--- src/design/dma_ctrl_pkg.sv ---
// DMA control front end shared definitions
// Widths, queue depth, register map and opcode encoding

package dma_ctrl_pkg;

   // Transfer ids
   localparam int NB_TRANSFERS = 4;
   localparam int SID_WIDTH    = 2;

   // Field widths
   localparam int LEN_WIDTH      = 16;
   localparam int TCDM_ADD_WIDTH = 12;
   localparam int EXT_ADD_WIDTH  = 29;
   localparam int PE_ID_WIDTH    = 1;

   // Command queues
   localparam int QUEUE_DEPTH = 2;
   // Entry holds sid, increment flag, opcode and length
   localparam int CMD_WIDTH   = SID_WIDTH + 2 + LEN_WIDTH;

   // Bit positions in a REG_CMD write word
   localparam int CMD_OPC_BIT = 17;
   localparam int CMD_INC_BIT = 18;

   // Register offsets, taken from address bits 4 to 2
   typedef enum logic [2:0] {
      REG_CMD      = 3'd0,
      REG_TCDM_ADD = 3'd1,
      REG_EXT_ADD  = 3'd2,
      REG_STATUS   = 3'd3
   } ctrl_reg_e;

   typedef enum logic {
      OPC_LOAD  = 1'b0,   // external to TCDM
      OPC_STORE = 1'b1    // TCDM to external
   } dma_opc_e;

endpackage

--- src/design/cmd_fifo.sv ---
// Small synchronous FIFO for the DMA command queues
// Circular buffer with occupancy counter, oldest entry shown at data_o

module cmd_fifo #(
   parameter int DATA_WIDTH = 8,
   parameter int DEPTH      = 2
) (
   input  logic                  clk_i,
   input  logic                  reset_i,
   input  logic                  push_i,
   input  logic [DATA_WIDTH-1:0] data_i,
   output logic                  full_o,
   input  logic                  pop_i,
   output logic [DATA_WIDTH-1:0] data_o,
   output logic                  valid_o
);

   localparam int PTR_WIDTH = (DEPTH > 1) ? $clog2(DEPTH) : 1;
   localparam int CNT_WIDTH = $clog2(DEPTH + 1);

   logic [DATA_WIDTH-1:0] mem_q [DEPTH];
   logic [PTR_WIDTH-1:0]  wr_ptr_q;
   logic [PTR_WIDTH-1:0]  rd_ptr_q;
   logic [CNT_WIDTH-1:0]  count_q;
   logic                  do_push;
   logic                  do_pop;

   // Pointer step with wrap at DEPTH
   function automatic logic [PTR_WIDTH-1:0] ptr_inc(logic [PTR_WIDTH-1:0] ptr);
      if (ptr == PTR_WIDTH'(DEPTH - 1)) begin
         return '0;
      end
      return ptr + 1'b1;
   endfunction

   assign full_o  = (count_q == CNT_WIDTH'(DEPTH));
   assign valid_o = (count_q != '0);
   assign data_o  = mem_q[rd_ptr_q];

   // Push into a full queue or pop from an empty one is dropped
   assign do_push = push_i && !full_o;
   assign do_pop  = pop_i && valid_o;

   always_ff @(posedge clk_i) begin
      if (reset_i) begin
         wr_ptr_q <= '0;
         rd_ptr_q <= '0;
         count_q  <= '0;
      end else begin
         if (do_push) begin
            wr_ptr_q <= ptr_inc(wr_ptr_q);
         end
         if (do_pop) begin
            rd_ptr_q <= ptr_inc(rd_ptr_q);
         end
         case ({do_push, do_pop})
            2'b10:   count_q <= count_q + 1'b1;
            2'b01:   count_q <= count_q - 1'b1;
            default: count_q <= count_q;
         endcase
      end
   end

   // Storage
   always_ff @(posedge clk_i) begin
      if (do_push) begin
         mem_q[wr_ptr_q] <= data_i;
      end
   end

endmodule

--- src/design/ctrl_fsm.sv ---
// Control target decoder of the DMA front end
// Turns register accesses into queue pushes, sid requests and clears,
// and returns a registered response one cycle after every grant

module ctrl_fsm (
   input  logic                                   clk_i,
   input  logic                                   reset_i,
   // Control target
   input  logic                                   ctrl_targ_req_i,
   input  logic                                   ctrl_targ_type_i,
   input  logic [31:0]                            ctrl_targ_add_i,
   input  logic [31:0]                            ctrl_targ_data_i,
   input  logic [dma_ctrl_pkg::PE_ID_WIDTH-1:0]   ctrl_targ_id_i,
   output logic                                   ctrl_targ_gnt_o,
   output logic                                   ctrl_targ_r_valid_o,
   output logic [31:0]                            ctrl_targ_r_data_o,
   output logic                                   ctrl_targ_r_opc_o,
   output logic [dma_ctrl_pkg::PE_ID_WIDTH-1:0]   ctrl_targ_r_id_o,
   // Transfer allocator
   output logic                                   trans_alloc_req_o,
   input  logic                                   trans_alloc_gnt_i,
   input  logic [dma_ctrl_pkg::SID_WIDTH-1:0]     trans_alloc_ret_i,
   output logic [dma_ctrl_pkg::NB_TRANSFERS-1:0]  trans_alloc_clr_o,
   input  logic [dma_ctrl_pkg::NB_TRANSFERS-1:0]  trans_alloc_status_i,
   // Queue push side
   input  logic                                   cmd_full_i,
   output logic                                   cmd_push_o,
   output logic [dma_ctrl_pkg::CMD_WIDTH-1:0]     cmd_data_o,
   input  logic                                   tcdm_full_i,
   output logic                                   tcdm_push_o,
   output logic [dma_ctrl_pkg::TCDM_ADD_WIDTH-1:0] tcdm_data_o,
   input  logic                                   ext_full_i,
   output logic                                   ext_push_o,
   output logic [dma_ctrl_pkg::EXT_ADD_WIDTH-1:0] ext_data_o
);

   dma_ctrl_pkg::ctrl_reg_e            reg_sel;
   dma_ctrl_pkg::dma_opc_e             cmd_opc;
   logic                               wr_acc;
   logic                               rd_acc;
   logic [dma_ctrl_pkg::SID_WIDTH-1:0] cur_sid_q;
   logic [31:0]                        r_data_d;
   logic                               r_opc_d;

   assign reg_sel = dma_ctrl_pkg::ctrl_reg_e'(ctrl_targ_add_i[4:2]);
   assign wr_acc  = ctrl_targ_req_i && ctrl_targ_type_i;
   assign rd_acc  = ctrl_targ_req_i && !ctrl_targ_type_i;

   // Only a command register read reserves a sid
   assign trans_alloc_req_o = rd_acc && (reg_sel == dma_ctrl_pkg::REG_CMD);

   //**********************************************************
   // Address decode and grant
   //**********************************************************

   always_comb begin
      ctrl_targ_gnt_o   = ctrl_targ_req_i;
      cmd_push_o        = 1'b0;
      tcdm_push_o       = 1'b0;
      ext_push_o        = 1'b0;
      trans_alloc_clr_o = '0;
      r_data_d          = '0;
      r_opc_d           = 1'b0;
      case (reg_sel)
         dma_ctrl_pkg::REG_CMD: begin
            if (ctrl_targ_type_i) begin
               ctrl_targ_gnt_o = ctrl_targ_req_i && !cmd_full_i;
               cmd_push_o      = wr_acc && !cmd_full_i;
            end else begin
               // Held off until a sid is free
               ctrl_targ_gnt_o = ctrl_targ_req_i && trans_alloc_gnt_i;
               r_data_d        = 32'(trans_alloc_ret_i);
            end
         end
         dma_ctrl_pkg::REG_TCDM_ADD: begin
            if (ctrl_targ_type_i) begin
               ctrl_targ_gnt_o = ctrl_targ_req_i && !tcdm_full_i;
               tcdm_push_o     = wr_acc && !tcdm_full_i;
            end
         end
         dma_ctrl_pkg::REG_EXT_ADD: begin
            if (ctrl_targ_type_i) begin
               ctrl_targ_gnt_o = ctrl_targ_req_i && !ext_full_i;
               ext_push_o      = wr_acc && !ext_full_i;
            end
         end
         dma_ctrl_pkg::REG_STATUS: begin
            if (wr_acc) begin
               trans_alloc_clr_o = ctrl_targ_data_i[dma_ctrl_pkg::NB_TRANSFERS-1:0];
            end else begin
               r_data_d = 32'(trans_alloc_status_i);
            end
         end
         default: begin
            r_opc_d = 1'b1;
         end
      endcase
   end

   //**********************************************************
   // Queue entries
   //**********************************************************

   assign cmd_opc = ctrl_targ_data_i[dma_ctrl_pkg::CMD_OPC_BIT] ?
                    dma_ctrl_pkg::OPC_STORE : dma_ctrl_pkg::OPC_LOAD;

   assign cmd_data_o  = {cur_sid_q,
                         ctrl_targ_data_i[dma_ctrl_pkg::CMD_INC_BIT],
                         cmd_opc,
                         ctrl_targ_data_i[dma_ctrl_pkg::LEN_WIDTH-1:0]};
   assign tcdm_data_o = ctrl_targ_data_i[dma_ctrl_pkg::TCDM_ADD_WIDTH-1:0];
   assign ext_data_o  = ctrl_targ_data_i[dma_ctrl_pkg::EXT_ADD_WIDTH-1:0];

   //**********************************************************
   // Response and current sid
   //**********************************************************

   always_ff @(posedge clk_i) begin
      if (reset_i) begin
         ctrl_targ_r_valid_o <= 1'b0;
         cur_sid_q           <= '0;
      end else begin
         ctrl_targ_r_valid_o <= ctrl_targ_gnt_o;
         // Sid of the last reservation goes into the next command
         if (ctrl_targ_gnt_o && trans_alloc_req_o) begin
            cur_sid_q <= trans_alloc_ret_i;
         end
      end
   end

   always_ff @(posedge clk_i) begin
      if (ctrl_targ_gnt_o) begin
         ctrl_targ_r_data_o <= r_data_d;
         ctrl_targ_r_opc_o  <= r_opc_d;
         ctrl_targ_r_id_o   <= ctrl_targ_id_i;
      end
   end

endmodule

--- src/design/trans_allocator.sv ---
// Transfer id allocator
// Hands out the lowest free sid, tracks done pulses and frees sids
// on a clear mask, reporting allocated and not done as status

module trans_allocator (
   input  logic                                  clk_i,
   input  logic                                  reset_i,
   input  logic                                  trans_alloc_req_i,
   input  logic                                  trans_alloc_take_i,
   input  logic [dma_ctrl_pkg::NB_TRANSFERS-1:0] trans_alloc_clr_i,
   input  logic                                  trans_done_i,
   input  logic [dma_ctrl_pkg::SID_WIDTH-1:0]    trans_done_sid_i,
   output logic                                  trans_alloc_gnt_o,
   output logic [dma_ctrl_pkg::SID_WIDTH-1:0]    trans_alloc_ret_o,
   output logic [dma_ctrl_pkg::NB_TRANSFERS-1:0] trans_alloc_status_o,
   output logic                                  alloc_any_o
);

   logic [dma_ctrl_pkg::NB_TRANSFERS-1:0] alloc_q;
   logic [dma_ctrl_pkg::NB_TRANSFERS-1:0] done_q;
   logic [dma_ctrl_pkg::NB_TRANSFERS-1:0] take_mask;
   logic [dma_ctrl_pkg::NB_TRANSFERS-1:0] done_mask;
   logic                                  free_found;

   // Lowest free sid, scanned from the top so the lowest index wins
   always_comb begin
      free_found        = 1'b0;
      trans_alloc_ret_o = '0;
      for (int i = dma_ctrl_pkg::NB_TRANSFERS - 1; i >= 0; i--) begin
         if (!alloc_q[i]) begin
            free_found        = 1'b1;
            trans_alloc_ret_o = dma_ctrl_pkg::SID_WIDTH'(i);
         end
      end
   end

   assign trans_alloc_gnt_o = trans_alloc_req_i && free_found;

   // Commit only when the bus access itself is granted
   assign take_mask = (trans_alloc_gnt_o && trans_alloc_take_i) ?
                      dma_ctrl_pkg::NB_TRANSFERS'(1) << trans_alloc_ret_o : '0;
   assign done_mask = trans_done_i ?
                      dma_ctrl_pkg::NB_TRANSFERS'(1) << trans_done_sid_i : '0;

   // Clear has priority over a done pulse on the same sid
   always_ff @(posedge clk_i) begin
      if (reset_i) begin
         alloc_q <= '0;
         done_q  <= '0;
      end else begin
         alloc_q <= (alloc_q | take_mask) & ~trans_alloc_clr_i;
         done_q  <= (done_q | done_mask) & ~trans_alloc_clr_i;
      end
   end

   assign trans_alloc_status_o = alloc_q & ~done_q;
   assign alloc_any_o          = |alloc_q;

endmodule

--- src/design/ctrl_if.sv ---
// DMA control interface
// Register decoder feeding three command queues, which are joined
// into a single downstream command with a common pop

module ctrl_if (
   input  logic                                   clk_i,
   input  logic                                   reset_i,
   // Control target
   input  logic                                   ctrl_targ_req_i,
   input  logic                                   ctrl_targ_type_i,
   input  logic [31:0]                            ctrl_targ_add_i,
   input  logic [31:0]                            ctrl_targ_data_i,
   input  logic [dma_ctrl_pkg::PE_ID_WIDTH-1:0]   ctrl_targ_id_i,
   output logic                                   ctrl_targ_gnt_o,
   output logic                                   ctrl_targ_r_valid_o,
   output logic [31:0]                            ctrl_targ_r_data_o,
   output logic                                   ctrl_targ_r_opc_o,
   output logic [dma_ctrl_pkg::PE_ID_WIDTH-1:0]   ctrl_targ_r_id_o,
   // Transfer allocator
   output logic                                   trans_alloc_req_o,
   output logic                                   trans_alloc_take_o,
   input  logic                                   trans_alloc_gnt_i,
   input  logic [dma_ctrl_pkg::SID_WIDTH-1:0]     trans_alloc_ret_i,
   output logic [dma_ctrl_pkg::NB_TRANSFERS-1:0]  trans_alloc_clr_o,
   input  logic [dma_ctrl_pkg::NB_TRANSFERS-1:0]  trans_alloc_status_i,
   // Downstream command
   output logic                                   cmd_req_o,
   input  logic                                   cmd_gnt_i,
   output logic [dma_ctrl_pkg::SID_WIDTH-1:0]     cmd_sid_o,
   output logic [dma_ctrl_pkg::LEN_WIDTH-1:0]     cmd_len_o,
   output dma_ctrl_pkg::dma_opc_e                 cmd_opc_o,
   output logic                                   cmd_inc_o,
   output logic [dma_ctrl_pkg::TCDM_ADD_WIDTH-1:0] tcdm_add_o,
   output logic [dma_ctrl_pkg::EXT_ADD_WIDTH-1:0] ext_add_o,
   output logic                                   queue_busy_o
);

   logic                                    cmd_full, cmd_push, cmd_valid;
   logic                                    tcdm_full, tcdm_push, tcdm_valid;
   logic                                    ext_full, ext_push, ext_valid;
   logic [dma_ctrl_pkg::CMD_WIDTH-1:0]      cmd_wdata;
   logic [dma_ctrl_pkg::CMD_WIDTH-1:0]      cmd_entry;
   logic [dma_ctrl_pkg::TCDM_ADD_WIDTH-1:0] tcdm_wdata;
   logic [dma_ctrl_pkg::EXT_ADD_WIDTH-1:0]  ext_wdata;
   logic                                    queue_pop;

   //**********************************************************
   // Address decoder
   //**********************************************************

   ctrl_fsm ctrl_fsm_i (
      .*,
      .cmd_full_i  (cmd_full),
      .cmd_push_o  (cmd_push),
      .cmd_data_o  (cmd_wdata),
      .tcdm_full_i (tcdm_full),
      .tcdm_push_o (tcdm_push),
      .tcdm_data_o (tcdm_wdata),
      .ext_full_i  (ext_full),
      .ext_push_o  (ext_push),
      .ext_data_o  (ext_wdata)
   );

   // The decoder grant commits a sid reservation
   assign trans_alloc_take_o = ctrl_targ_gnt_o;

   //**********************************************************
   // Command, TCDM address and external address queues
   //**********************************************************

   cmd_fifo #(
      .DATA_WIDTH (dma_ctrl_pkg::CMD_WIDTH),
      .DEPTH      (dma_ctrl_pkg::QUEUE_DEPTH)
   ) cmd_fifo_i (
      .clk_i   (clk_i),
      .reset_i (reset_i),
      .push_i  (cmd_push),
      .data_i  (cmd_wdata),
      .full_o  (cmd_full),
      .pop_i   (queue_pop),
      .data_o  (cmd_entry),
      .valid_o (cmd_valid)
   );

   cmd_fifo #(
      .DATA_WIDTH (dma_ctrl_pkg::TCDM_ADD_WIDTH),
      .DEPTH      (dma_ctrl_pkg::QUEUE_DEPTH)
   ) tcdm_fifo_i (
      .clk_i   (clk_i),
      .reset_i (reset_i),
      .push_i  (tcdm_push),
      .data_i  (tcdm_wdata),
      .full_o  (tcdm_full),
      .pop_i   (queue_pop),
      .data_o  (tcdm_add_o),
      .valid_o (tcdm_valid)
   );

   cmd_fifo #(
      .DATA_WIDTH (dma_ctrl_pkg::EXT_ADD_WIDTH),
      .DEPTH      (dma_ctrl_pkg::QUEUE_DEPTH)
   ) ext_fifo_i (
      .clk_i   (clk_i),
      .reset_i (reset_i),
      .push_i  (ext_push),
      .data_i  (ext_wdata),
      .full_o  (ext_full),
      .pop_i   (queue_pop),
      .data_o  (ext_add_o),
      .valid_o (ext_valid)
   );

   // Command offered only once all three parts are queued
   assign cmd_req_o    = cmd_valid && tcdm_valid && ext_valid;
   assign queue_pop    = cmd_gnt_i && cmd_req_o;
   assign queue_busy_o = cmd_valid || tcdm_valid || ext_valid;

   // Entry layout is {sid, inc, opc, len}
   assign cmd_len_o = cmd_entry[dma_ctrl_pkg::LEN_WIDTH-1:0];
   assign cmd_opc_o = dma_ctrl_pkg::dma_opc_e'(cmd_entry[dma_ctrl_pkg::LEN_WIDTH]);
   assign cmd_inc_o = cmd_entry[dma_ctrl_pkg::LEN_WIDTH+1];
   assign cmd_sid_o = cmd_entry[dma_ctrl_pkg::CMD_WIDTH-1 -: dma_ctrl_pkg::SID_WIDTH];

endmodule

--- src/design/dma_ctrl_top.sv ---
// DMA command front end top level
// Control interface plus transfer id allocator, with a busy flag

module dma_ctrl_top (
   input  logic                                   clk_i,
   input  logic                                   reset_i,
   // Control target
   input  logic                                   ctrl_targ_req_i,
   input  logic                                   ctrl_targ_type_i,
   input  logic [31:0]                            ctrl_targ_add_i,
   input  logic [31:0]                            ctrl_targ_data_i,
   input  logic [dma_ctrl_pkg::PE_ID_WIDTH-1:0]   ctrl_targ_id_i,
   output logic                                   ctrl_targ_gnt_o,
   output logic                                   ctrl_targ_r_valid_o,
   output logic [31:0]                            ctrl_targ_r_data_o,
   output logic                                   ctrl_targ_r_opc_o,
   output logic [dma_ctrl_pkg::PE_ID_WIDTH-1:0]   ctrl_targ_r_id_o,
   // Completion from the backend
   input  logic                                   trans_done_i,
   input  logic [dma_ctrl_pkg::SID_WIDTH-1:0]     trans_done_sid_i,
   // Downstream command
   output logic                                   cmd_req_o,
   input  logic                                   cmd_gnt_i,
   output logic [dma_ctrl_pkg::SID_WIDTH-1:0]     cmd_sid_o,
   output logic [dma_ctrl_pkg::LEN_WIDTH-1:0]     cmd_len_o,
   output dma_ctrl_pkg::dma_opc_e                 cmd_opc_o,
   output logic                                   cmd_inc_o,
   output logic [dma_ctrl_pkg::TCDM_ADD_WIDTH-1:0] tcdm_add_o,
   output logic [dma_ctrl_pkg::EXT_ADD_WIDTH-1:0] ext_add_o,
   output logic                                   busy_o
);

   logic                                  alloc_req;
   logic                                  alloc_take;
   logic                                  alloc_gnt;
   logic [dma_ctrl_pkg::SID_WIDTH-1:0]    alloc_ret;
   logic [dma_ctrl_pkg::NB_TRANSFERS-1:0] alloc_clr;
   logic [dma_ctrl_pkg::NB_TRANSFERS-1:0] alloc_status;
   logic                                  alloc_any;
   logic                                  queue_busy;

   ctrl_if ctrl_if_i (
      .*,
      .trans_alloc_req_o    (alloc_req),
      .trans_alloc_take_o   (alloc_take),
      .trans_alloc_gnt_i    (alloc_gnt),
      .trans_alloc_ret_i    (alloc_ret),
      .trans_alloc_clr_o    (alloc_clr),
      .trans_alloc_status_i (alloc_status),
      .queue_busy_o         (queue_busy)
   );

   trans_allocator trans_allocator_i (
      .*,
      .trans_alloc_req_i    (alloc_req),
      .trans_alloc_take_i   (alloc_take),
      .trans_alloc_clr_i    (alloc_clr),
      .trans_alloc_gnt_o    (alloc_gnt),
      .trans_alloc_ret_o    (alloc_ret),
      .trans_alloc_status_o (alloc_status),
      .alloc_any_o          (alloc_any)
   );

   // Busy while a sid is held or a queue still holds data
   assign busy_o = queue_busy | alloc_any;

endmodule

--- config.mk ---
export PLATFORM = sky130hd
export DESIGN_NAME = dma_ctrl_top
export DESIGN_NICKNAME = d
export VERILOG_FILES = /design/src/design/dma_ctrl_pkg.sv /design/src/design/cmd_fifo.sv /design/src/design/ctrl_fsm.sv /design/src/design/trans_allocator.sv /design/src/design/ctrl_if.sv /design/src/design/dma_ctrl_top.sv
export SDC_FILE = /design/constraint.sdc
export NUM_CORES = 1
export LEC_CHECK = 0
export ABC_CLOCK_PERIOD_IN_PS = 4600
export BUFFER_PORTS_ARGS = -buffer_cell sky130_fd_sc_hd__buf_2
export CORE_MARGIN = 4
export CORE_UTILIZATION = 47
export CTS_CLUSTER_DIAMETER = 100
export DETAILED_ROUTE_END_ITERATION = 12
export PLACE_DENSITY_LB_ADDON = 0.08
export SYNTH_ARGS = -nofsm -noshare
export SYNTH_HDL_FRONTEND = slang
export SYNTH_SLANG_ARGS = --single-unit
--- constraint.sdc ---
create_clock -name clk_i -period 4.6 [get_ports clk_i]
set_clock_uncertainty 0.05 [all_clocks]
set_input_delay 0 -clock clk_i [delete_from_list [all_inputs] [get_ports clk_i]]
set_output_delay 0 -clock clk_i [all_outputs]
set_load 0.05 [all_outputs]
---- Word level (Yosys, flattened, before mapping) ----
Memory sizes are Yosys's and may differ from the RTL's. A register that Yosys moved wholly into a read port is not among the register bits.
Index checks and enable logic that the tools add are counted.
storage, ports and cells
  register bits after elaboration ......... 57
  RAM bits ................................ 122
  bits of input ports ..................... 73
  output and inout bits ................... 99
  word-level logic and storage cells ...... 162
  memories kept ........................... 3
cells by class
  add/sub/neg operators ................... 12
  eq/ne operators ......................... 12
  shift-type cells ........................ 2
  multiplexer cells ....................... 72
  bitwise operators ....................... 8
  reductions and logical operators ........ 37
memory list
  name                         words  bits a word  read ports  clocked after memory_dff  wr ports  line            RTL
  ctrl_if_i.ext_fifo_i.mem_q   2      29           1           1                         1         cmd_fifo.sv:21  logic [DATA_WIDTH-1:0] mem_q [DEPTH];
  ctrl_if_i.cmd_fifo_i.mem_q   2      20           1           1                         1         cmd_fifo.sv:21
  ctrl_if_i.tcdm_fifo_i.mem_q  2      12           1           1                         1         cmd_fifo.sv:21
operators by type and width
  kind                   number
  $mux W1                57
  $logic_and A1 B1 Y1    22
  $mux W4                5
  $and A4 B4 Y4          3
  $eq A2 B2 Y1 const B   6
  $pmux W2 S2            3
  $reduce_bool A2 Y1     6
  $mux W2                5
  $not A4 Y4             2
  $or A4 B4 Y4           2
  $pmux W4 S2            1
  $reduce_or A4 Y1       2
  $shl A1 B2 Y4 const A  2
  $add A1 B1 Y1 const B  6
  $add A2 B1 Y2 const B  3
  $eq A2 B1 Y1 const B   3
  $eq A3 B2 Y1 const B   2
  $sub A2 B1 Y2 const B  3
  $logic_not A1 Y1       4
  $eq A3 B1 Y1 const B   1
  $logic_not A3 Y1       1
  $pmux W1 S3            1
  $logic_or A1 B1 Y1     2
  $or A1 B1 Y1           1

---- Depth between registers and ports, before layout ----
Gate-level depths: netlist of the first run.
  depth in word-level cells ............... 12
  mapped depth ............................ 7
  mapped depth without buffers ............ 7

---- Modules after synthesis ----
Synthesis of the first run repeated with hierarchy kept, for this count alone.
second synthesis, totals
  cells, all modules ...................... 443
  area, all modules ....................... 6590.1 µm²
by module, submodules not included
  module                             instances  cells an instance  area an instance (µm²)  sequential area each (µm²)
  cmd_fifo at ctrl_if_i.ext_fifo_i   1          116                2312.2                  1841.8
  cmd_fifo at ctrl_if_i.cmd_fifo_i   1          88                 1662.8                  1301.2
  ctrl_fsm                           1          130                1127.3                  240.2
  cmd_fifo at ctrl_if_i.tcdm_fifo_i  1          63                 1087.3                  820.8
  trans_allocator                    1          41                 362.8                   160.2
  ctrl_if                            1          4                  31.3                    0.0
  dma_ctrl_top                       1          1                  6.3                     0.0

---- Worst setup path before layout of the first run ----
No wires, ideal clock.
  kind .................................... register to register
  start point ............................. register ctrl_if_i.ext_fifo_i.count_q[0]
  end point ............................... memory ctrl_if_i.ext_fifo_i.mem_q[0][0] (netlist name) (enable)
  library setup time ...................... 0.415 ns
  arrival ................................. 2.126 ns
  required time ........................... 4.135 ns
  slack ................................... 2.009 ns
  cell stages (with the launch flop) ...... 5
  path buffers ............................ 0
  clock period less this slack ............ 2.591 ns
  cell sequence ........................... dfxtp_1 -> nor2b_1 -> nor4_1 -> inv_1 -> nor2_1
on the way
  longest elaborated chain between the ends .. 8
RTL lines
  what                               line                            RTL
  start, declared                    cmd_fifo.sv:24                  logic [CNT_WIDTH-1:0] count_q;
  start signal, assigned             cmd_fifo.sv:57                  2'b10: count_q <= count_q + 1'b1;
  start signal, assigned             cmd_fifo.sv:58                  2'b01: count_q <= count_q - 1'b1;
  start signal, assigned             cmd_fifo.sv:59                  default: count_q <= count_q;
  $eq A2 B2 Y1 (*)                   cmd_fifo.sv:36                  assign full_o = (count_q == CNT_WIDTH'(DEPTH));
  $logic_not A1 Y1 (*)               cmd_fifo.sv:41, ctrl_fsm.sv:84
  $logic_and A1 B1 Y1                ctrl_fsm.sv:84                  ext_push_o = wr_acc && !ext_full_i;
  $mux W1                            ctrl_fsm.sv:82                  if (ctrl_targ_type_i) begin
  $mux W1                            ctrl_fsm.sv:64                  case (reg_sel)
  $logic_and A1 B1 Y1 (*)            cmd_fifo.sv:41                  assign do_push = push_i && !full_o;
  $mux W1 (*)                        cmd_fifo.sv:66                  if (do_push) begin
  $mux W1 (not written as such) (*)  cmd_fifo.sv:67                  mem_q[wr_ptr_q] <= data_i;
  end, declared                      cmd_fifo.sv:21
Mark *: on every way between the ends. The rest lies on a longest branch, timed or not.

---- Final worst setup path of the first run ----
  start point ............................. register ctrl_if_i.cmd_fifo_i.count_q[0]
  end point ............................... memory ctrl_if_i.cmd_fifo_i.mem_q[1][14] (netlist name) (enable)
on the way
  longest elaborated chain between the ends .. 8
RTL lines
  what                               line                            RTL
  start, declared                    cmd_fifo.sv:24
  start signal, assigned             cmd_fifo.sv:57
  start signal, assigned             cmd_fifo.sv:58
  start signal, assigned             cmd_fifo.sv:59
  $eq A2 B2 Y1 (*)                   cmd_fifo.sv:36
  $logic_not A1 Y1 (*)               cmd_fifo.sv:41, ctrl_fsm.sv:68
  $logic_and A1 B1 Y1                ctrl_fsm.sv:68                  cmd_push_o = wr_acc && !cmd_full_i;
  $mux W1                            ctrl_fsm.sv:66                  if (ctrl_targ_type_i) begin
  $mux W1                            ctrl_fsm.sv:64
  $logic_and A1 B1 Y1 (*)            cmd_fifo.sv:41
  $mux W1 (*)                        cmd_fifo.sv:66
  $mux W1 (not written as such) (*)  cmd_fifo.sv:67
  end, declared                      cmd_fifo.sv:21
Marked as above.

==> flow_summary.json, run 1 <==
{
  "run_status": "finished clean",
  "ys_seq_area_share_pct": 72.6,
  "dp_hpwl_um": 7150,
  "dieArea_mm2": 0.0147,
  "avgSynthCellArea_um2": 16.5,
  "cts_sinks": 154,
  "ff2ff_setup_slack_ns": 2.09,
  "synth_area_mm2": 0.00601,
  "rsz0062_at_grt": "false",
  "critical_path.top_delay_family": "simple AND/OR/NAND/NOR gates",
  "cp-end-kind": "flip-flop",
  "grt_pass1_wl_um": 17600,
  "holdWs_ns": 0.0534,
  "start_util_pct": 47.8,
  "numCtsBuffers": 17,
  "cts_max_path_buffers": 2,
  "fin_area_mm2": 0.00765,
  "slew_violations": 0,
  "ctsHtreeMaxLevel": 4,
  "postRouteAntennaNets": 0,
  "fin_util_pct": 60.9,
  "worstHoldPathType": "input pin to flip-flop",
  "p_clk_share_pct": 44.4,
  "portBuffers": 111,
  "leakagePower_nw": 2.78,
  "cts_resized": 0,
  "worst_pin_slew_ns": 1.16,
  "p_int_mw": 2.45,
  "synth.yosys.warnings": 0,
  "grt_use_total_pct": 16.3,
  "place_area_mm2": 0.00666,
  "p_sw_mw": 0.633,
  "slowest_stage": "and2_1",
  "wl_per_cell_um": 16.0,
  "crit_chain": "nor2b_1 -> nor4b_1 -> and2_1",
  "critPathMaxFanout": 20,
  "worst-path-buf-inv": 0,
  "tritoncts": "done",
  "rr_startpoint": "ctrl_if_i.cmd_fifo_i.count_q[0]$_SDFFE_PP0P_",
  "area_growth_pct": 27.3,
  "pwr-share-seq_pct": 49.5,
  "nets": 602,
  "worst_path_largest_cell_delay_ns": 1.00,
  "gp_congestion": 0.760,
  "grt_max_degree": 30,
  "netlist_instances": 365,
  "worstRegToRegCells": 3,
  "fmax_mhz": 398,
  "setup_viol": 0,
  "synth_edf_count": 128,
  "switching_share_pct": 20.5,
  "first_iter_violations": 207,
  "ys.flop_type": "edfxtp_1",
  "io_pins": 172,
  "clock_tree.root_cell": "clkbuf_16",
  "postCtsSetupBuffers": 0,
  "die_h_um": 121,
  "hold_buffers": 40,
  "arrival_ns": 2.49,
  "antenna_found_initial": 0,
  "n_antenna_cell": 0,
  "maxCapViolCount": 0,
  "period_share_pct": 54.6,
  "cp.required_ns": 4.57,
  "setup_tns_ns": 0,
  "power_frac_comb_pct": 6.1,
  "crit_cells": 3,
  "async_flop_share_pct": 0,
  "vias": 3425,
  "worst-setup-path-type": "flip-flop to flip-flop",
  "relSlewSlack_pct": 22.6,
  "routed_wl_um": 11400,
  "start_kind": "flip-flop",
  "die_w_um": 121,
  "drc": 0,
  "min_period_ns": 2.51,
  "grt_pass1_vias": 3366,
  "powerDensity_mw_per_mm2": 403,
  "final_hold_viol_count": 0,
  "grt-ovfl-total": 0,
  "core_mm2": 0.0126,
  "viasPerCell": 4.82,
  "ys_ff_latch": 154,
  "startpoint": "ctrl_if_i.cmd_fifo_i.count_q[0]$_SDFFE_PP0P_",
  "reg2reg_to": "ctrl_if_i.cmd_fifo_i.mem_q[1][14]$_DFFE_PP_",
  "cp-endpoint": "ctrl_if_i.cmd_fifo_i.mem_q[1][14]$_DFFE_PP_",
  "first_pass_iters": 4,
  "clkTransAtPathRegs_ns": 0.06,
  "ir_drop_v": 0.000204,
  "num_rows": 41,
  "drive_gt1_share_pct": 38.6,
  "insertion_delay_ns": 0.41,
  "yosysUniqueCellTypes": 40
}
-- cells by family after synthesis --
| kind of cell | count (synthesis) | synth area share (%) |
|---|---|---|
| AOI/OAI and AO/OA | 27 | 3.10 |
| xor gates and xnor gates | 12 | 1.75 |
| adders and majority gates | 3 | 0.625 |
| buffers and inverters | 49 | 4.81 |
| DFF | 154 | 72.6 |
| muxes | 62 | 11.6 |
| other | 1 | 0.0624 |
| and+or+nand+nor | 57 | 5.45 |
-- state kept, by name, summed over array words and instances, names as in the netlist, named ones only --
signal                                    flops
ctrl_if_i.cmd_fifo_i.count_q                  2
ctrl_if_i.cmd_fifo_i.mem_q                   40
ctrl_if_i.cmd_fifo_i.rd_ptr_q                 1
ctrl_if_i.cmd_fifo_i.wr_ptr_q                 1
ctrl_if_i.ctrl_fsm_i.ctrl_targ_r_data_o       4
ctrl_if_i.ctrl_fsm_i.ctrl_targ_r_id_o         1
ctrl_if_i.ctrl_fsm_i.ctrl_targ_r_opc_o        1
ctrl_if_i.ctrl_fsm_i.ctrl_targ_r_valid_o      1
ctrl_if_i.ctrl_fsm_i.cur_sid_q                2
ctrl_if_i.ext_fifo_i.count_q                  2
ctrl_if_i.ext_fifo_i.mem_q                   58
ctrl_if_i.ext_fifo_i.rd_ptr_q                 1
ctrl_if_i.ext_fifo_i.wr_ptr_q                 1
ctrl_if_i.tcdm_fifo_i.count_q                 2
ctrl_if_i.tcdm_fifo_i.mem_q                  24
ctrl_if_i.tcdm_fifo_i.rd_ptr_q                1
ctrl_if_i.tcdm_fifo_i.wr_ptr_q                1
trans_allocator_i.alloc_q                     4
trans_allocator_i.done_q                      4
-- worst reg2reg max path, delay by kind of cell (launching register included) --
kind,cells,cell delay (ns)
and+or+nand+nor,3,1.67
DFF,1,0.40
-- cells in the final DEF (no fill, tap or decap), types with 4 or more instances in the layout --
cell / instances
nor2_1: 18
o21ai_0: 4
a211oi_1: 4
xnor2_1: 9
clkinv_2: 4
mux2_2: 61
clkbuf_16: 17
clkbuf_1: 4
nor2b_1: 5
inv_1: 10
edfxtp_1: 128
buf_2: 111
dlygate4sd3_1: 40
nand3_1: 4
dfxtp_1: 26
conb_1: 28
a21oi_1: 7
-- power groups by stage --
stage	clock, mW	sequential [mW]	combinational, mW
after floorplan	0	1.57	0.119
after global placement	0	1.56	0.159
after detailed placement	0	1.56	0.162
after CTS	1.39	1.53	0.189
after global routing	1.47	1.53	0.201
final	1.37	1.53	0.189
-- synthesized netlist by cell type, drive strengths merged, types with 4 or more instances --
| library cell | instances | area [um2] |
|---|---|---|
| a211oi | 4 | 30.0 |
| a21oi | 7 | 35.0 |
| buf | 30 | 218 |
| clkbuf | 9 | 33.8 |
| dfxtp | 26 | 521 |
| edfxtp | 128 | 3840 |
| inv | 10 | 37.5 |
| mux2 | 61 | 687 |
| nand3 | 4 | 20.0 |
| nor2 | 20 | 75.1 |
| nor2b | 5 | 31.3 |
| nor4b | 4 | 41.3 |
| o21ai | 4 | 20.0 |
| xnor2 | 9 | 78.8 |
-- metrics by stage --
stage | setup slack [ns] | power (mW) | cells
2_1_floorplan | 2.01 | 1.69 | 392
3_3_place_gp | 2.09 | 1.72 | 639
3_5_place_dp | 2.03 | 1.72 | 639
4_1_cts | 2.02 | 3.11 | 711
5_1_grt | 1.89 | 3.20 | 711
6_report | 2.09 | 3.09 | 711
-- cell type report --
class | count | area (um2)
inverter | 10 | 37.5
multi-input combinational | 189 | 1470
tap | 172 | 215
sequential | 154 | 4360
clock buffer | 23 | 468
fill | 1001 | 4910
clock inverter | 9 | 121
timing repair buffer | 154 | 978
-- worst min path at each step --
stage | to | start | cells past startpoint | slack [ns]
after floorplan | trans_allocator_i.alloc_q[3]$_SDFF_PP0_ | ctrl_targ_data_i[3] | 1 | 0.04
after global placement | ctrl_if_i.ctrl_fsm_i.ctrl_targ_r_id_o$_DFFE_PN_ | ctrl_targ_id_i | 1 | 0.13
after detailed placement | ctrl_if_i.ctrl_fsm_i.ctrl_targ_r_id_o$_DFFE_PN_ | ctrl_targ_id_i | 1 | 0.13
after CTS | ctrl_if_i.ctrl_fsm_i.cur_sid_q[0]$_SDFFE_PP0P_ | ctrl_targ_req_i | 4 | 0.03
after global routing | trans_allocator_i.alloc_q[0]$_SDFF_PP0_ | ctrl_targ_req_i | 3 | 0.06
final | ctrl_if_i.ctrl_fsm_i.cur_sid_q[0]$_SDFFE_PP0P_ | ctrl_targ_req_i | 4 | 0.05
-- metal layers --
metal / track usage [%] / wire length [um] / vias to the layer above
met2: 25.9 / 5530 / 95
li1: - / - / 1636
met4: 6.16 / 160 / 0
met3: 5.59 / 710 / 14
met5: 0 / 0 / -
met1: 20.5 / 4960 / 1680
No activity file was read; power rests on OpenSTA's default activity.
==> inputs of run 2 (changes only) <==
--- a/config.mk
+++ b/config.mk
@@ -5,7 +5,7 @@
 export SDC_FILE = /design/constraint.sdc
 export NUM_CORES = 1
 export LEC_CHECK = 0
-export ABC_CLOCK_PERIOD_IN_PS = 4600
+export ABC_CLOCK_PERIOD_IN_PS = 2100
 export BUFFER_PORTS_ARGS = -buffer_cell sky130_fd_sc_hd__buf_2
 export CORE_MARGIN = 4
 export CORE_UTILIZATION = 47
==> constraint.sdc (replaced) <==
create_clock -name clk_i -period 2.1 [get_ports clk_i]
set_clock_uncertainty 0.05 [all_clocks]
set_input_delay 0 -clock clk_i [delete_from_list [all_inputs] [get_ports clk_i]]
set_output_delay 0 -clock clk_i [all_outputs]
set_load 0.05 [all_outputs]
==> run 2 against run 1 <==
Worst hold slack got worse by 0.0023 ns. First-iteration DRC count rose by 9.2%. Combinational power rose by 120%. Setup slack got worse by 2.0 ns. Register-to-register slack got worse by 1.9 ns. Non-clock buffer count rose by 13. Critical path type is now flip-flop to primary output. Critical endpoint is now ctrl_targ_gnt_o. Largest cell class unchanged. Largest power group unchanged.
==> flow_summary.json, run 2 (same netlist as run 1, synthesis figures left out) <==
{
  "multi_input_area_mm2": 0.00147,
  "setup_ws_ns": 0.106,
  "cts_max_path_buffers": 2,
  "viasPerCell": 4.81,
  "report.power.total_mw": 6.68,
  "relSlewSlack_pct": 55.5,
  "p_int_mw": 5.20,
  "critPathMaxFanout": 8,
  "wl_per_cell_um": 16.4,
  "regArea_mm2": 0.00437,
  "run_status": "finished clean",
  "place_area_mm2": 0.00680,
  "cp-end-kind": "primary output",
  "drc": 0,
  "die_h_um": 121,
  "largest_register_ffs": 58,
  "powerDensity_mw_per_mm2": 862,
  "arrival_ns": 1.94,
  "insertion_delay_ns": 0.42,
  "worst_pin_slew_ns": 0.666,
  "leakagePower_nw": 2.83,
  "ir_drop_v": 0.000495,
  "power_frac_comb_pct": 6.2,
  "drive_gt1_share_pct": 42.2,
  "grt_max_degree": 26,
  "area_growth_pct": 29.0,
  "p_clk_share_pct": 43.7,
  "final_hold_viol_count": 0,
  "switching_share_pct": 22.2,
  "postRouteAntennaNets": 0,
  "numCtsBuffers": 17,
  "cts_sinks": 154,
  "io_pins": 172,
  "mostFrequentLayoutCell": "edfxtp_1",
  "period_share_pct": 95.0,
  "nets": 615,
  "postCtsSetupBuffers": 0,
  "start_util_pct": 47.8,
  "first_pass_iters": 4,
  "setup_tns_ns": 0,
  "fin_area_mm2": 0.00775,
  "vias": 3482,
  "rsz0062_at_grt": "false",
  "gp_congestion": 0.799,
  "p_sw_mw": 1.48,
  "ff2ff_setup_slack_ns": 0.17,
  "antenna_found_initial": 0,
  "worst-setup-path-type": "flip-flop to primary output",
  "first_iter_violations": 226,
  "routed_wl_um": 11900,
  "clkTransAtPathRegs_ns": 0.06,
  "dp_hpwl_um": 7950,
  "mostFrequentLayoutCells": "128 x edfxtp_1, 110 x buf_2, 61 x mux2_2",
  "num_rows": 41,
  "clock_tree.root_cell": "clkbuf_16",
  "dieArea_mm2": 0.0147,
  "place_worst_setup_slack_ns": 0.137,
  "grt_use_total_pct": 17.0,
  "top_register": "ctrl_if_i.ext_fifo_i.mem_q",
  "top_regs": "ctrl_if_i.ext_fifo_i.mem_q x58, ctrl_if_i.cmd_fifo_i.mem_q x40, ctrl_if_i.tcdm_fifo_i.mem_q x24",
  "grt-ovfl-total": 0,
  "min_period_ns": 1.99,
  "grt_pass1_vias": 3524,
  "core_mm2": 0.0126,
  "grt_pass1_wl_um": 18300,
  "die_w_um": 121,
  "holdWs_ns": 0.0511,
  "cp.required_ns": 2.05,
  "slew_violations": 0,
  "ctsHtreeMaxLevel": 4,
  "portBuffers": 111,
  "setup_viol": 0,
  "worstHoldPathType": "input pin to flip-flop",
  "start_kind": "flip-flop",
  "pwr-share-seq_pct": 50.1,
  "maxCapViolCount": 0,
  "tritoncts": "done",
  "fillers": 976,
  "fmax_mhz": 501,
  "n_antenna_cell": 0
}
run 2: changes by cell type in the layout (fill, tap and decap cells not counted), moves of 2 or more:
| cell | delta |
|---|---|
| clkbuf_8 | -2 |
| buf_4 | +15 |
| clkinv_4 | +2 |
| clkinvlp_4 | +5 |
| clkbuf_1 | -4 |
| dlygate4sd3_1 | -3 |
run 2: final cells by class:
class / count / area share (%)
clock buffers: 17 / 5.49
inverters: 10 / 0.484
well taps: 172 / 2.78
multi-input cells: 189 / 19.0
flip-flops and latches: 154 / 56.3
clock inverters: 15 / 1.95
repair buffers: 167 / 14.0
run 2: worst max-delay path, stage by stage, from the launching register on:
cell and delay [ns]:
dfxtp_1 0.36, nand3b_1 0.17, a211o_1 0.29, a311o_2 0.46, clkbuf_4 0.25
run 2: layer usage:
layer	track usage [%]	up-vias	share of wire [%]	routed length, um
li1	-	1667	-	-
met1	20.8	1702	44	5220
met2	27.8	99	49	5830
met3	4.76	14	5.2	617
met4	7.93	0	1.6	192
met5	0	-	0	0
run 2: worst paths after layout:
check / from / endpoint / depth (start not counted)
worst max-delay path: ctrl_if_i.tcdm_fifo_i.count_q[0]$_SDFFE_PP0P_ / ctrl_targ_gnt_o / 4
worst min-delay path: ctrl_targ_add_i[3] / ctrl_if_i.ctrl_fsm_i.ctrl_targ_r_data_o[2]$_DFFE_PN_ / 3
worst max register to register: ctrl_if_i.ext_fifo_i.count_q[1]$_SDFFE_PP0P_ / ctrl_if_i.ext_fifo_i.count_q[1]$_SDFFE_PP0P_ / 6
worst min register to register: ctrl_if_i.ctrl_fsm_i.cur_sid_q[1]$_SDFFE_PP0P_ / ctrl_if_i.cmd_fifo_i.mem_q[1][19]$_DFFE_PP_ / 0
run 2: what timing repair did:
action                                 4_1_cts  5_1_grt
setup endpoints to repair                    0        1
endpoints found under the hold margin      145        0
gates resized for setup                      0        2
hold buffers                                37        0
run 2: power by group through the flow:
stage / combinational (mW) / sequential, mW / clock, mW
3_5_place_dp: 0.360 / 3.41 / 0
3_3_place_gp: 0.354 / 3.41 / 0
6_report: 0.417 / 3.35 / 2.92
2_1_floorplan: 0.261 / 3.44 / 0
4_1_cts: 0.416 / 3.35 / 2.98
5_1_grt: 0.442 / 3.35 / 3.13
run 2: stage by stage:
stage	util, %	std cells
finish	61.7	724
global route	61.7	724
CTS	61.7	724
detailed placement	54.1	655
global placement	54.1	655
floorplan	-	392
==> inputs of run 3 (changes only) <==
--- a/config.mk
+++ b/config.mk
@@ -5,10 +5,11 @@
 export SDC_FILE = /design/constraint.sdc
 export NUM_CORES = 1
 export LEC_CHECK = 0
-export ABC_CLOCK_PERIOD_IN_PS = 2100
+export ABC_CLOCK_PERIOD_IN_PS = 1800
 export BUFFER_PORTS_ARGS = -buffer_cell sky130_fd_sc_hd__buf_2
 export CORE_MARGIN = 4
-export CORE_UTILIZATION = 47
+export CORE_UTILIZATION = 45
+export CTS_BUF_LIST = sky130_fd_sc_hd__clkbuf_4 sky130_fd_sc_hd__clkbuf_8 sky130_fd_sc_hd__clkbuf_16
 export CTS_CLUSTER_DIAMETER = 100
 export DETAILED_ROUTE_END_ITERATION = 12
 export PLACE_DENSITY_LB_ADDON = 0.08
==> constraint.sdc (replaced) <==
create_clock -name clk_i -period 1.8 [get_ports clk_i]
set_clock_uncertainty 0.05 [all_clocks]
set_input_delay 0 -clock clk_i [delete_from_list [all_inputs] [get_ports clk_i]]
set_output_delay 0 -clock clk_i [all_outputs]
set_load 0.05 [all_outputs]
==> run 3 against run 2 <==
The run now ends with setup timing left. Sequential cell count is the same. Total power up 16%. Clock power is 13% higher. Register-to-register slack got worse by 0.16 ns. Critical path depth grew 1. Highest routed layer unchanged. Non-clock buffer count grew 16. Setup slack worse by 0.14 ns. Final cell count up 2.2%. Count of clock-buffer cells in the layout rose by 6. Worst hold slack better by 0.0078 ns. Sequential power rose by 16%. Combinational power grew 24%.
==> flow_summary.json, run 3 (same netlist as run 1, synthesis figures left out) <==
{
  "mostFrequentLayoutCell": "edfxtp_1",
  "slew_violations": 0,
  "maxCapViolCount": 0,
  "insertion_delay_ns": 0.41,
  "gp_congestion": 0.786,
  "setup_viol": 1,
  "relSlewSlack_pct": 64.2,
  "critPathMaxFanout": 3,
  "worst_pin_slew_ns": 0.535,
  "fin_area_mm2": 0.00803,
  "die_w_um": 124,
  "ff2ff_setup_slack_ns": 0.01,
  "ir_drop_v": 0.000576,
  "drive_gt1_share_pct": 46.0,
  "final_hold_viol_count": 0,
  "cp.required_ns": 1.75,
  "powerDensity_mw_per_mm2": 960,
  "worst-path-buf-inv": 2,
  "drc": 0,
  "worst-setup-path-type": "flip-flop to primary output",
  "pwr-share-seq_pct": 50.6,
  "fmax_mhz": 545,
  "cp-end-kind": "primary output",
  "routed_wl_um": 12100,
  "worstHoldPathType": "input pin to flip-flop",
  "p_sw_mw": 1.65,
  "io_pins": 172,
  "dieArea_mm2": 0.0153,
  "worst_path_largest_cell_delay_ns": 0.42,
  "grt-ovfl-total": 0,
  "portBuffers": 111,
  "report.power.total_mw": 7.72,
  "violations": "setup timing",
  "slowest_stage": "a311o_2",
  "top_regs": "ctrl_if_i.ext_fifo_i.mem_q x58, ctrl_if_i.cmd_fifo_i.mem_q x40, ctrl_if_i.tcdm_fifo_i.mem_q x24",
  "grt_pass1_wl_um": 18600,
  "place_worst_setup_slack_ns": -0.0579,
  "final_cells": 740,
  "numCtsBuffers": 17,
  "leakagePower_nw": 2.98,
  "fin_util_pct": 62.6,
  "dp_hpwl_um": 7890,
  "grt_pass1_vias": 3657,
  "dp.cells": 669,
  "min_period_ns": 1.84,
  "start_util_pct": 46.9,
  "rsz0062_at_grt": "true",
  "p_clk_share_pct": 42.7,
  "start_kind": "flip-flop",
  "vias": 3578,
  "arrival_ns": 1.79,
  "wl_per_cell_um": 16.3,
  "crit_chain": "buf_6 -> nand3b_1 -> a211o_1 -> a311o_2 -> buf_8",
  "core_mm2": 0.0128,
  "critical_path.top_delay_family": "compound AO/OA/AOI/OAI gates",
  "place_area_mm2": 0.00703,
  "top_register": "ctrl_if_i.ext_fifo_i.mem_q",
  "largest_register_ffs": 58,
  "p_int_mw": 6.07,
  "ctsHtreeMaxLevel": 4,
  "setup_tns_ns": -0.0365,
  "cts_sinks": 154,
  "switching_share_pct": 21.4,
  "tritoncts": "done",
  "period_share_pct": 102,
  "grt_use_total_pct": 16.6,
  "first_iter_violations": 285,
  "nets": 631,
  "antenna_found_initial": 0,
  "mostFrequentLayoutCells": "128 x edfxtp_1, 110 x buf_2, 61 x mux2_2",
  "cts_max_path_buffers": 2,
  "num_rows": 41,
  "holdWs_ns": 0.0589,
  "setup_ws_ns": -0.0365,
  "die_h_um": 124,
  "area_growth_pct": 33.6,
  "first_pass_iters": 4,
  "clock_tree.root_cell": "clkbuf_16",
  "grt_max_degree": 26,
  "run_status": "finished with violations",
  "viasPerCell": 4.84,
  "n_antenna_cell": 0,
  "clkTransAtPathRegs_ns": 0.06,
  "postRouteAntennaNets": 0,
  "power_frac_comb_pct": 6.7
}
[run 3: cell types whose count changed in the layout (fill, tap and decap cells not counted), moves of 3 or more]
cell / previous run / this run
nor4b_1: 3 / 0
buf_4: 18 / 26
clkbuf_4: 1 / 4
clkinvlp_4: 6 / 1
buf_12: 1 / 8
[run 3: worst paths after layout]
kind                                                                        endpoint                                           start  cells after the start
worst max register to register          ctrl_if_i.ext_fifo_i.count_q[1]$_SDFFE_PP0P_    ctrl_if_i.cmd_fifo_i.count_q[0]$_SDFFE_PP0P_                      6
worst min-delay path            ctrl_if_i.ctrl_fsm_i.ctrl_targ_r_data_o[3]$_DFFE_PN_                              ctrl_targ_add_i[3]                      3
worst max-delay path                                                 ctrl_targ_gnt_o   ctrl_if_i.tcdm_fifo_i.count_q[1]$_SDFFE_PP0P_                      5
worst min register to register           ctrl_if_i.cmd_fifo_i.mem_q[1][19]$_DFFE_PP_  ctrl_if_i.ctrl_fsm_i.cur_sid_q[1]$_SDFFE_PP0P_                      0
[run 3: power by group through the flow]
stage          logic, mW  clock network, mW  registers [mW]
3_5_place_dp       0.437                  0            3.98
5_1_grt            0.546               3.56            3.90
6_report           0.515               3.30            3.90
3_3_place_gp       0.431                  0            3.98
2_1_floorplan      0.308                  0            4.01
4_1_cts            0.511               3.38            3.90
[run 3: routing by layer]
metal	routed length, um	global-route usage, %	share of wire [%]	vias up
met2	6000	27.2	50	109
met1	5080	20.4	42	1747
met3	762	5.09	6.3	24
met4	241	7.47	2.0	0
met5	0	0	0	-
li1	-	-	-	1698
[run 3: layout make-up]
type	count	area, um2
Multi-Input combinational cell	189	1550
Clock buffer	23	483
Timing Repair Buffer	183	1300
Tap cell	172	215
Clock inverter	9	76.3
Sequential cell	154	4370
Fill cell	1001	4790
Inverter	10	37.5
[run 3: worst reg2reg max path, cell delays in order (launching register included)]
cell and delay, ns:
dfxtp_1 0.38, nor2_2 0.10, buf_4 0.15, nor4b_4 0.27, ha_1 0.29, or3_1 0.35
a21oi_1 0.14
[run 3: what timing repair did]
item | 4_1_cts | 5_1_grt
hold buffers | 37 | 0
hold endpoints to repair | 145 | 0
pin swaps | 3 | 2
buffers inserted | 2 | 0
gates cloned | 0 | 0
resized for setup | 9 | 6
endpoints found under the setup margin | 3 | 31
